<file path="src/divCtrlPkg.sv">
// Divider control package
// sequencer states, the special-case classes found by the operand
// unpacker and the sizes of the mantissa iteration
package divCtrlPkg;

   typedef enum logic [1:0] {
      stIdle,
      stRun,
      stDone
   } seqState;

   // outcome of the operand classification, spNone is an ordinary divide
   typedef enum logic [2:0] {
      spNone,
      spNaN,
      spDivZero,
      spInf,
      spZero
   } specialClass;

   // 24 result bits plus guard plus one extra bit for the [0.5,1) case
   localparam int quotWidth = 26;
   localparam int expDiffWidth = 10;

endpackage

</file>
<file path="src/fpFormatPkg.sv">
// Single-precision format package
// describes the IEEE-754 binary32 fields, the rounding-mode encoding,
// where each exception flag sits in the flags word and the quiet NaN
// that every invalid operation returns
package fpFormatPkg;

   // field widths of the 32-bit format, the sign takes the remaining bit
   localparam int expWidth = 8;
   localparam int fracWidth = 23;
   localparam int expBias = 127;

   // same two-bit encoding the requester already drives
   typedef enum logic [1:0] {
      rmNearestEven = 2'b00,
      rmTowardZero  = 2'b01,
      rmTowardPos   = 2'b10,
      rmTowardNeg   = 2'b11
   } roundMode;

   // bit positions inside the 5-bit flags word, inexact is the top bit
   localparam int flagInexact = 4;
   localparam int flagUnderflow = 3;
   localparam int flagOverflow = 2;
   localparam int flagDivZero = 1;
   localparam int flagInvalid = 0;

   // positive quiet NaN with only the top fraction bit set
   localparam logic [31:0] quietNaN = 32'h7fc0_0000;

endpackage

</file>
<file path="src/divMantIterate.sv">
// Restoring mantissa divider
// computes floor(dividend * 2^25 / divisor) one quotient bit per clock,
// 26 bits in all, and reports whether the final remainder is zero;
// the first bit is formed on the same edge that accepts iterStart
module divMantIterate (
   input  logic                                clk,
   input  logic                                rst,
   input  logic                                iterStart,
   input  logic [fpFormatPkg::fracWidth:0]     dividend,
   input  logic [fpFormatPkg::fracWidth:0]     divisor,
   output logic                                iterDone,
   output logic [divCtrlPkg::quotWidth-1:0]    quotient,
   output logic                                remZero
);
   import fpFormatPkg::*;
   import divCtrlPkg::*;

   localparam int mantWidth = fracWidth + 1;
   localparam int cntWidth = $clog2(quotWidth);

   logic                busy;
   logic [cntWidth-1:0] bitsLeft;
   logic                stepEn;
   // partial remainder stays below twice the divisor, so one spare bit
   logic [mantWidth:0]   partRem;
   logic [mantWidth:0]   remIn;
   logic [mantWidth+1:0] trialDiff;
   logic                 quotBit;
   logic [mantWidth-1:0] remKeep;

   // on the start edge the dividend itself is the first partial remainder
   assign remIn = busy ? partRem : {1'b0, dividend};
   assign stepEn = busy || iterStart;

   // trial subtraction, a clear sign bit means the divisor fits
   assign trialDiff = {1'b0, remIn} - {2'b00, divisor};
   assign quotBit = ~trialDiff[mantWidth+1];

   // whichever value is kept is below the divisor and fits mantWidth bits
   assign remKeep = quotBit ? trialDiff[mantWidth-1:0] : remIn[mantWidth-1:0];

   // the last step shifts a zero in, so this tests the true remainder
   assign remZero = (partRem == '0);

   always_ff @(posedge clk) begin
      if (rst) begin
         busy <= 1'b0;
         bitsLeft <= '0;
         iterDone <= 1'b0;
      end else begin
         iterDone <= 1'b0;
         if (!busy && iterStart) begin
            busy <= 1'b1;
            bitsLeft <= cntWidth'(quotWidth - 1);
         end else if (busy) begin
            bitsLeft <= bitsLeft - 1'b1;
            // the step taken with one bit left produces the final LSB
            if (bitsLeft == cntWidth'(1)) begin
               busy <= 1'b0;
               iterDone <= 1'b1;
            end
         end
      end
   end

   // quotient shifts in MSB first, 26 shifts flush any previous result
   always_ff @(posedge clk) begin
      if (stepEn) begin
         partRem <= {remKeep, 1'b0};
         quotient <= {quotient[quotWidth-2:0], quotBit};
      end
   end

endmodule

</file>
<file path="src/divOperandUnpack.sv">
// Operand unpacker for the floating-point divider
// splits both operands into fields, inserts the hidden bit, flushes
// denormals to zero and reports them, forms the biased exponent
// difference and sorts the operation into its special-case class
module divOperandUnpack (
   input  logic [31:0]                                 opA,
   input  logic [31:0]                                 opB,
   output logic [fpFormatPkg::fracWidth:0]             mantA,
   output logic [fpFormatPkg::fracWidth:0]             mantB,
   output logic signed [divCtrlPkg::expDiffWidth-1:0]  expDiff,
   output logic                                        signQ,
   output divCtrlPkg::specialClass                     spClass,
   output logic                                        denormIn
);
   import fpFormatPkg::*;
   import divCtrlPkg::*;

   logic [31:0]          opWord [2];
   logic [expWidth-1:0]  expField [2];
   logic [fracWidth-1:0] fracField [2];
   logic [fracWidth:0]   mantOp [2];
   logic [1:0]           isZero;
   logic [1:0]           isDenorm;
   logic [1:0]           isInf;
   logic [1:0]           isNaN;

   // index 0 is the dividend, index 1 the divisor
   assign opWord[0] = opA;
   assign opWord[1] = opB;

   for (genvar i = 0; i < 2; i++) begin : gOperand
      assign expField[i] = opWord[i][fracWidth +: expWidth];
      assign fracField[i] = opWord[i][fracWidth-1:0];
      // a zero exponent field covers both true zero and denormals
      assign isZero[i] = (expField[i] == '0);
      assign isDenorm[i] = isZero[i] && (fracField[i] != '0);
      assign isInf[i] = (expField[i] == '1) && (fracField[i] == '0);
      assign isNaN[i] = (expField[i] == '1) && (fracField[i] != '0);
      // denormals lose their fraction and divide as zero
      assign mantOp[i] = isZero[i] ? '0 : {1'b1, fracField[i]};
   end

   assign mantA = mantOp[0];
   assign mantB = mantOp[1];

   assign signQ = opA[expWidth+fracWidth] ^ opB[expWidth+fracWidth];
   assign denormIn = |isDenorm;

   // the bias is added back here so the rounder sees a biased exponent
   assign expDiff = expDiffWidth'(expField[0]) - expDiffWidth'(expField[1])
                  + expDiffWidth'(expBias);

   // first matching rule wins, so inf/0 lands in spInf and 0/inf in spZero
   always_comb begin
      if ((|isNaN) || (&isZero) || (&isInf)) begin
         spClass = spNaN;
      end else if (isInf[0]) begin
         spClass = spInf;
      end else if (isZero[1]) begin
         spClass = spDivZero;
      end else if (isZero[0] || isInf[1]) begin
         spClass = spZero;
      end else begin
         spClass = spNone;
      end
   end

endmodule

</file>
<file path="src/divRounder.sv">
// Quotient rounder for the single-precision divider
// normalizes the 26-bit quotient, rounds it by the requested mode with
// an exact sticky bit from the remainder, detects overflow and underflow
// and packs the result word, the five exception flags and denormIo;
// a special-case class overrides the arithmetic path entirely
module divRounder (
   input  logic [divCtrlPkg::quotWidth-1:0]            quotient,
   input  logic                                        remZero,
   input  logic signed [divCtrlPkg::expDiffWidth-1:0]  expDiff,
   input  logic                                        signQ,
   input  divCtrlPkg::specialClass                     spClass,
   input  logic                                        denormIn,
   input  fpFormatPkg::roundMode                       rm,
   output logic [31:0]                                 result,
   output logic [4:0]                                  flags,
   output logic                                        denormIo
);
   import fpFormatPkg::*;
   import divCtrlPkg::*;

   localparam int mantWidth = fracWidth + 1;
   localparam logic signed [expDiffWidth-1:0] expAllOnes = (1 << expWidth) - 1;

   logic                           normTop;
   logic [mantWidth-1:0]           mantNorm;
   logic                           guardBit;
   logic                           stickyBit;
   logic                           roundUp;
   logic [mantWidth:0]             mantRnd;
   logic signed [expDiffWidth-1:0] expNorm;
   logic signed [expDiffWidth-1:0] expFinal;
   logic                           arith;
   logic                           overflow;
   logic                           underflow;
   logic                           toZeroDir;
   logic                           inexact;

   // a quotient in [1,2) has its top bit set, otherwise it lies in [0.5,1)
   assign normTop = quotient[quotWidth-1];
   assign mantNorm = normTop ? quotient[quotWidth-1 -: mantWidth]
                             : quotient[quotWidth-2 -: mantWidth];
   assign guardBit = normTop ? quotient[1] : quotient[0];
   // the remainder is exact, so any nonzero remainder means bits below guard
   assign stickyBit = (normTop && quotient[0]) || !remZero;
   assign expNorm = expDiff - {{(expDiffWidth-1){1'b0}}, ~normTop};

   // the remainder is never negative, so only q or q+1 is ever chosen
   always_comb begin
      case (rm)
         rmNearestEven: roundUp = guardBit && (stickyBit || mantNorm[0]);
         rmTowardPos:   roundUp = !signQ && (guardBit || stickyBit);
         rmTowardNeg:   roundUp = signQ && (guardBit || stickyBit);
         default:       roundUp = 1'b0;
      endcase
   end

   assign mantRnd = {1'b0, mantNorm} + {{mantWidth{1'b0}}, roundUp};
   // a carry out leaves the fraction field all zero and bumps the exponent
   assign expFinal = expNorm + {{(expDiffWidth-1){1'b0}}, mantRnd[mantWidth]};

   assign arith = (spClass == spNone);
   assign overflow = arith && (expFinal >= expAllOnes);
   assign underflow = arith && (expFinal[expDiffWidth-1] || (expFinal == '0));
   assign inexact = guardBit || stickyBit || overflow || underflow;

   // modes whose rounding moves this sign toward zero saturate at the largest finite
   assign toZeroDir = (rm == rmTowardZero)
                   || ((rm == rmTowardPos) && signQ)
                   || ((rm == rmTowardNeg) && !signQ);

   assign denormIo = denormIn || underflow;

   always_comb begin
      result = {signQ, expFinal[expWidth-1:0], mantRnd[fracWidth-1:0]};
      flags = '0;
      case (spClass)
         spNaN: begin
            result = quietNaN;
            flags[flagInvalid] = 1'b1;
         end
         spDivZero: begin
            result = {signQ, {expWidth{1'b1}}, {fracWidth{1'b0}}};
            flags[flagDivZero] = 1'b1;
         end
         spInf: begin
            result = {signQ, {expWidth{1'b1}}, {fracWidth{1'b0}}};
         end
         spZero: begin
            result = {signQ, {(expWidth+fracWidth){1'b0}}};
         end
         default: begin
            // ordinary division
            flags[flagInexact] = inexact;
            if (overflow) begin
               flags[flagOverflow] = 1'b1;
               if (toZeroDir) begin
                  result = {signQ, {(expWidth-1){1'b1}}, 1'b0, {fracWidth{1'b1}}};
               end else begin
                  result = {signQ, {expWidth{1'b1}}, {fracWidth{1'b0}}};
               end
            end else if (underflow) begin
               // no gradual underflow, tiny results flush to signed zero
               flags[flagUnderflow] = 1'b1;
               result = {signQ, {(expWidth+fracWidth){1'b0}}};
            end
         end
      endcase
   end

endmodule

</file>
<file path="src/fpDivTop.sv">
// Single-precision floating-point divider, top level
// a four-phase req/ack sequencer captures the operands and the rounding
// mode, runs the 26-cycle mantissa iteration and loads the rounded
// result; ack rises 28 clocks after the capturing edge for every case
module fpDivTop (
   input  logic                   clk,
   input  logic                   rst,
   input  logic                   req,
   input  logic [31:0]            a,
   input  logic [31:0]            b,
   input  fpFormatPkg::roundMode  rm,
   output logic                   ack,
   output logic [31:0]            result,
   output logic [4:0]             flags,
   output logic                   denormIo
);
   import fpFormatPkg::*;
   import divCtrlPkg::*;

   seqState state;
   logic [31:0] opA;
   logic [31:0] opB;
   roundMode    rmReg;
   logic        iterStart;
   logic        iterDone;
   logic [fracWidth:0]             mantA;
   logic [fracWidth:0]             mantB;
   logic signed [expDiffWidth-1:0] expDiff;
   logic                           signQ;
   specialClass                    spClass;
   logic                           denormIn;
   logic [quotWidth-1:0]           quotient;
   logic                           remZero;
   logic [31:0]                    resNext;
   logic [4:0]                     flagsNext;
   logic                           denormNext;

   // special cases run the full iteration too, which keeps latency fixed
   always_ff @(posedge clk) begin
      if (rst) begin
         state <= stIdle;
         ack <= 1'b0;
         iterStart <= 1'b0;
      end else begin
         iterStart <= 1'b0;
         case (state)
            stIdle: begin
               if (req) begin
                  state <= stRun;
                  iterStart <= 1'b1;
               end
            end
            stRun: begin
               if (iterDone) state <= stDone;
            end
            stDone: begin
               // results were loaded on the edge that entered stDone
               if (ack && !req) begin
                  ack <= 1'b0;
                  state <= stIdle;
               end else begin
                  ack <= 1'b1;
               end
            end
            default: state <= stIdle;
         endcase
      end
   end

   always_ff @(posedge clk) begin
      if ((state == stIdle) && req) begin
         opA <= a;
         opB <= b;
         rmReg <= rm;
      end
   end

   // outputs only change here, so they hold steady for the whole ack phase
   always_ff @(posedge clk) begin
      if ((state == stRun) && iterDone) begin
         result <= resNext;
         flags <= flagsNext;
         denormIo <= denormNext;
      end
   end

   divOperandUnpack unpack_inst (
      .opA      (opA),
      .opB      (opB),
      .mantA    (mantA),
      .mantB    (mantB),
      .expDiff  (expDiff),
      .signQ    (signQ),
      .spClass  (spClass),
      .denormIn (denormIn)
   );

   divMantIterate iterate_inst (
      .clk       (clk),
      .rst       (rst),
      .iterStart (iterStart),
      .dividend  (mantA),
      .divisor   (mantB),
      .iterDone  (iterDone),
      .quotient  (quotient),
      .remZero   (remZero)
   );

   divRounder rounder_inst (
      .quotient (quotient),
      .remZero  (remZero),
      .expDiff  (expDiff),
      .signQ    (signQ),
      .spClass  (spClass),
      .denormIn (denormIn),
      .rm       (rmReg),
      .result   (resNext),
      .flags    (flagsNext),
      .denormIo (denormNext)
   );

endmodule

</file>
<file path="config.mk">
export PLATFORM = sky130hd
export DESIGN_NAME = fpDivTop
export DESIGN_NICKNAME = d
export VERILOG_FILES = /design/src/divCtrlPkg.sv /design/src/fpFormatPkg.sv /design/src/divMantIterate.sv /design/src/divOperandUnpack.sv /design/src/divRounder.sv /design/src/fpDivTop.sv
export SDC_FILE = /design/constraint.sdc
export NUM_CORES = 1
export LEC_CHECK = 0
export BUFFER_PORTS_ARGS = -buffer_cell sky130_fd_sc_hd__buf_2
export CORE_MARGIN = 2
export CORE_UTILIZATION = 61
export DETAILED_ROUTE_END_ITERATION = 16
export GPL_TIMING_DRIVEN = 0
export HOLD_SLACK_MARGIN = 0.05
export PLACE_DENSITY = 0.82
export SKIP_LAST_GASP = 1
export SYNTH_ARGS = -nofsm -noshare
export SYNTH_HDL_FRONTEND = slang
export SYNTH_HIERARCHICAL = 1
export SYNTH_SLANG_ARGS = --single-unit
</file>
<file path="constraint.sdc">
create_clock -name clk -period 15 [get_ports clk]
set_input_delay 1.5 -clock clk [delete_from_list [all_inputs] [get_ports clk]]
set_output_delay 1.5 -clock clk [all_outputs]
set_load 0.01 [all_outputs]
</file>
## After elaboration in Yosys (flattened, before gate mapping)

Index checks and enable logic that the tools add are counted.

| storage, ports and cells | value |
|---|---|
| register bits | 165 |
| input port bits | 69 |
| output and inout bits | 39 |
| logic and storage cells | 134 |

| cells by class | value |
|---|---|
| multiplexer cells | 31 |
| add/subtract/negate cells | 7 |
| bitwise operators | 5 |
| reductions and logical operators | 58 |
| order comparisons | 1 |
| equality and inequality tests | 15 |

Operator list:

| operator | count |
|---|---|
| $mux 24 | 5 |
| $pmux 32 s3 | 1 |
| $mux 31 | 2 |
| $logic_not 23->1 | 2 |
| $reduce_bool 23->1 | 2 |
| $sub 25x24->26 | 1 |
| $add 24x1->25 | 1 |
| $logic_not 25->1 | 1 |
| $mux 25 | 1 |
| $logic_and 1x1->1 | 18 |
| $eq 8x8->1 const B | 2 |
| $logic_not 8->1 | 2 |
| $logic_or 1x1->1 | 13 |
| $mux 3 | 4 |
| $mux 1 | 11 |
| $add 10x1->10 | 1 |
| $add 10x7->10 const B | 1 |
| $ge 10x9->1 const B | 1 |
| $logic_not 10->1 | 1 |
| $mux 5 | 2 |
| $reduce_or 2->1 | 5 |
| $sub 10x1->10 | 1 |
| $sub 8x8->9 | 1 |
| $eq 2x2->1 const B | 3 |
| other kinds (22) | 35 |

## Longest topological paths before layout

| logic depth | value |
|---|---|
| depth in word-level cells | 14 |
| depth in mapped cells | 28 |
| gate-level depth less buffers | 25 |

## By module

Netlist, hierarchy kept.

By module, submodules not included:

| module | area each (um2) | instances | cells an instance | sequential area each (um2) |
|---|---|---|---|---|
| divMantIterate | 3838.7 | 1 | 354 | 1641.6 |
| fpDivTop | 3273.1 | 1 | 120 | 3203.1 |
| divRounder | 2308.5 | 1 | 332 | 0.0 |
| divOperandUnpack | 1051.0 | 1 | 160 | 0.0 |

## Worst setup path before layout

Ideal clock, no wire load.

| timing path | value |
|---|---|
| kind | input-to-reg |
| start point | input port req |
| end point | register opA[0] (enable) |
| arrival | 6025 ps |
| path slack | 8404 ps |
| setup time | 571 ps |
| cell stages on the path | 2 |
| data required time | 14429 ps |
| cell sequence | inv_1 nor3_1 |

| on the way | value |
|---|---|
| cells in the longest elaborated chain, start to end | 1 |

RTL lines:

| element | line | source |
|---|---|---|
| from (decl) | fpDivTop.sv:8 | `input logic req,` |
| $logic_and 1x1->1 | fpDivTop.sv:71 | `if ((state == stIdle) && req) begin` |
| to (signal assigned) | fpDivTop.sv:72 | `opA <= a;` |
| to (decl) | fpDivTop.sv:21 | `logic [31:0] opA;` |

Every way passes these cells.
A chain may end at the register's enable or synchronous reset.

## Worst setup path after layout

| timing path | value |
|---|---|
| start point | register iterate_inst/quotient[25] in the netlist's numbering |
| end point | register result[12] (data pin) |

| on the way | value |
|---|---|
| cells in the longest elaborated chain, start to end | 13 |

RTL lines:

| element | line | source |
|---|---|---|
| from (decl) | divMantIterate.sv:12 | `output logic [divCtrlPkg::quotWidth-1:0] quotient,` |
| from (signal assigned) | divMantIterate.sv:70 | `quotient <= {quotient[quotWidth-2:0], quotBit};` |
| parallel branches: the longest is 11 deep, another holds $add 24x1->25 | - |  |
| $mux 31 * | divRounder.sv:94 | `if (overflow) begin` |
| $pmux 32 s3 * | divRounder.sv:76 | `case (spClass)` |
| named net resNext[12] | fpDivTop.sv:34 | `logic [31:0] resNext;` |
| to (signal assigned) | fpDivTop.sv:81 | `result <= resNext;` |
| to (decl) | fpDivTop.sv:13 | `output logic [31:0] result,` |

Mark *: on every way through the listed nets, which the timed path passes.

==> run_results.csv <==
group,metric,value,unit
clock_network,ctsRootBufferMaster,"clkbuf_16",
global_routing,first_global_vias,7507,
route,final_antenna_net_count,0,
timing,clock_skew,0.007649,ns
clock_network,clock_tree.buffer_depth,2,
yosys,number_of_synthesis_warnings,6,
finish,insertedDiodeCount,0,
yosys,synth_nets,1088,
global_routing,grt_antenna_before_repair,0,
global_routing,grt_first_pass_wirelength,36640,um
timing,finalSetupTns,0,ns
timing,final_report_max_slew_violation_count,0,
route,wl_met2,11360,um
worst_hold_path,timing.hold.worst.class,"flip-flop to flip-flop",
setup_path,worst-endpoint-required,15.20,ns
global_routing,globalRoute.totalOverflow,0,
yosys,postSynth.topFlopCell,"edfxtp_1",
route,wl_met3,1179,um
yosys,syn-instance-count,966,
setup_path,crit_type,"flip-flop to flip-flop",
global_routing,gr-usage-all-layers,25.85,%
finish,fin_nets,1221,
yosys,mappedNetlistArea,0.01047,mm2
setup_path,endpoint_kind,"flip-flop",
setup_path,cp_max_fo,10,
floorplanning,core_region_area,0.01670,mm2
finish,final.fill_count,1152,
clock_network,h-tree-depth,4,
yosys,synth_async_sr_flop_share,0,%
clock_network,cts_tree,"built",
floorplanning,initial_util,62.70,%
clock_network,post_cts_resize_count,0,
floorplanning,std_cell_rows,47,
pwr,power.ir.vdd_worst,0.00009923,V
yosys,seq_area_frac_synth,46.27,%
place,place_congestion,0.9214,
finish,post_route_cells_drive_above_1_share,22.95,%
floorplanning,die_width,135.0,um
route,routed.top_layer,"met4",
setup_path,worstSetupStartpointType,"flip-flop",
finish,area_growth,14.37,%
place,numPortBuffers,107,
route,wire_per_inst,17.23,um
route,drt-pass1-iter-count,5,
job,max_cap_viol_count,0,
route,routed_wl,22940,um
clock_network,numCtsBuffers,17,
yosys,synthMostInstantiatedCell,"edfxtp_1",
timing,achievable-frequency,0.1387,GHz
yosys,synthesis.area_per_instance,10.84,um2
timing,tightestPinTransition,0.7214,ns
timing,rsz0062_at_grt,"no",
yosys,synth_top_cells_by_count,"154 x edfxtp_1, 69 x inv_1, 61 x nor2_1",
yosys,synth.top_cells.by_area,"edfxtp_1 44%, ha_1 6.0%, mux2_2 4.1%, and2_1 3.3%, a21oi_1 2.8%",
clock_network,post-cts-setup-buffers,0,
yosys,synth.lib_cells_used.distinct,92,
clock_network,clkSinkCount,165,
timing,finalSetupViolations,0,
route,wl_met1,9772,um
yosys,post-synth-top-area-cell,"edfxtp_1",
setup_path,timing.critical_path.arrival,7.41,ns
timing,period_needed,7.210,ns
place,placement.cell_area,0.01136,mm2
route,routed_via_density,5.932,
run_status,status,"finished, final reports clean",
finish,ff_latch_area,0.004845,mm2
yosys,synth_edf_count,154,
finish,multi_input_logic_area,0.005146,mm2
global_routing,maximum_number_of_pins_on_one_net_before_global_route_repair,41,
clock_network,clock_insertion_delay_worst_skew,0.43,ns
place,place.detailed.hpwl,17030,um
yosys,ys_seq_elements,165,
clock_network,cts.hold.buffers_added,0,
route,dr_total_vias,7896,
timing,part_of_the_cycle_the_worst_path_needs,48.07,%
route,drc,0,
yosys,yosys.area.top_type_share,44.16,%
timing,fin_hold_viols,0,
finish,stdcell_area,0.01198,mm2
floorplanning,design.portCount,108,
floorplanning,die-area,0.01823,mm2
clock_network,clock_transition_at_path_regs,0.07,ns
route,first_iter_violations,634,
floorplanning,fp.dieH,135.0,um
timing,slew_headroom,51.91,%
pwr,static-leakage-power,4.688,nW
pwr,power_density,132.9,mW/mm2
-- flip-flops by register name (all words and copies together), names as in the netlist --
signal and cells:
flags 5, opB 32, result 32, rmReg 2, iterate_inst/quotient 26, state 2, opA 32, iterate_inst/busy 1
denormIo 1, ack 1, iterate_inst/partRem 24, iterStart 1, iterate_inst/bitsLeft 5, iterate_inst/iterDone 1
-- power by group --
group | leakage (nW) | internal (W) | switching [W] | total (W)
clock network | 0.280 | 0.000259 | 0.000179 | 0.000439
registers | 1.54 | 0.000569 | 0.0000212 | 0.000591
logic | 2.87 | 0.000232 | 0.000331 | 0.000563
-- routing by layer --
metal,global-route usage (%),up-vias
met1,32.90,3699
met5,0,-
li1,-,3866
met4,10.59,0
met2,44.11,286
met3,4.317,45
-- area by class of cell --
cell class | count | area share, %
multi-input combinational | 690 | 42.97
sequential | 165 | 40.45
timing repair buffer | 114 | 5.338
clock buffer | 17 | 3.552
tap | 220 | 2.298
inverter | 72 | 2.257
buffer | 39 | 1.797
clock inverter | 14 | 1.337
-- cells in the final DEF, fill, tap and decap left out, types with 5 or more instances in the layout --
cell	n
a211oi_1	12
a211oi_2	21
a21o_1	18
a21oi_1	59
a31oi_1	7
and2_1	55
and3_1	9
buf_2	113
buf_6	11
clkbuf_1	18
clkbuf_16	17
dfxtp_1	11
edfxtp_1	154
ha_1	50
inv_1	68
mux2_2	38
mux2i_1	16
nand2_1	49
nand2b_1	14
nand3_1	27
nand4_1	19
nor2_1	61
nor2b_1	8
nor3_1	16
nor3b_1	5
nor4_1	26
o21a_1	7
o21ai_0	22
xnor2_1	30
xor2_1	23
-- cell families after synthesis --
family,after synthesis,share of synthesized area [%]
AOI/OAI and AO/OA,205,15.21
xor gates and xnor gates,54,4.588
adders and majority gates,53,6.548
buffers and inverters,111,4.636
DFF,165,46.27
muxes,56,5.831
and+or+nand+nor,322,16.92
-- critical path, stage by stage, from the launching register on --
cell	delay, ns
edfxtp_1	0.33
buf_4	0.15
buf_2	0.27
buf_1	0.53
buf_4	0.28
a21oi_1	0.08
o41ai_1	0.27
ha_1	0.26
ha_1	0.23
nand3_1	0.12
nand2b_1	0.16
clkbuf_1	0.23
nor3_1	0.42
nand3_1	0.20
or3_1	0.41
ha_1	0.28
inv_1	0.04
ha_1	0.21
fa_1	0.42
a21o_1	0.25
a221oi_2	0.27
xnor2_1	0.23
nand3_1	0.13
o41ai_2	0.49
nand2_2	0.28
a311oi_1	0.43
-- per-stage QoR --
step	util [%]	total power [W]	worst slack, ns	std cells	hold slack (ns)
6_report	71.71	0.001592	7.790	1331	0.4476
2_1_floorplan	-	0.001033	8.404	966	0.4244
3_3_place_gp	67.55	0.001133	6.721	1293	0.4277
4_1_cts	71.55	0.001588	7.897	1330	0.4474
3_5_place_dp	68.04	0.001152	7.908	1299	0.4312
5_1_grt	71.71	0.001673	7.282	1331	0.4455
-- worst paths after layout --
check,cells past startpoint,slack [ns],startpoint,to
worst max-delay path,25,7.79,iterate_inst/quotient[25],result[12]
worst max register to register,25,7.79,iterate_inst/quotient[25],result[12]
worst min-delay path,0,0.45,iterate_inst/quotient[7],iterate_inst/quotient[8]
worst min register to register,0,0.45,iterate_inst/quotient[7],iterate_inst/quotient[8]
No activity file was read; power rests on OpenSTA's default activity.
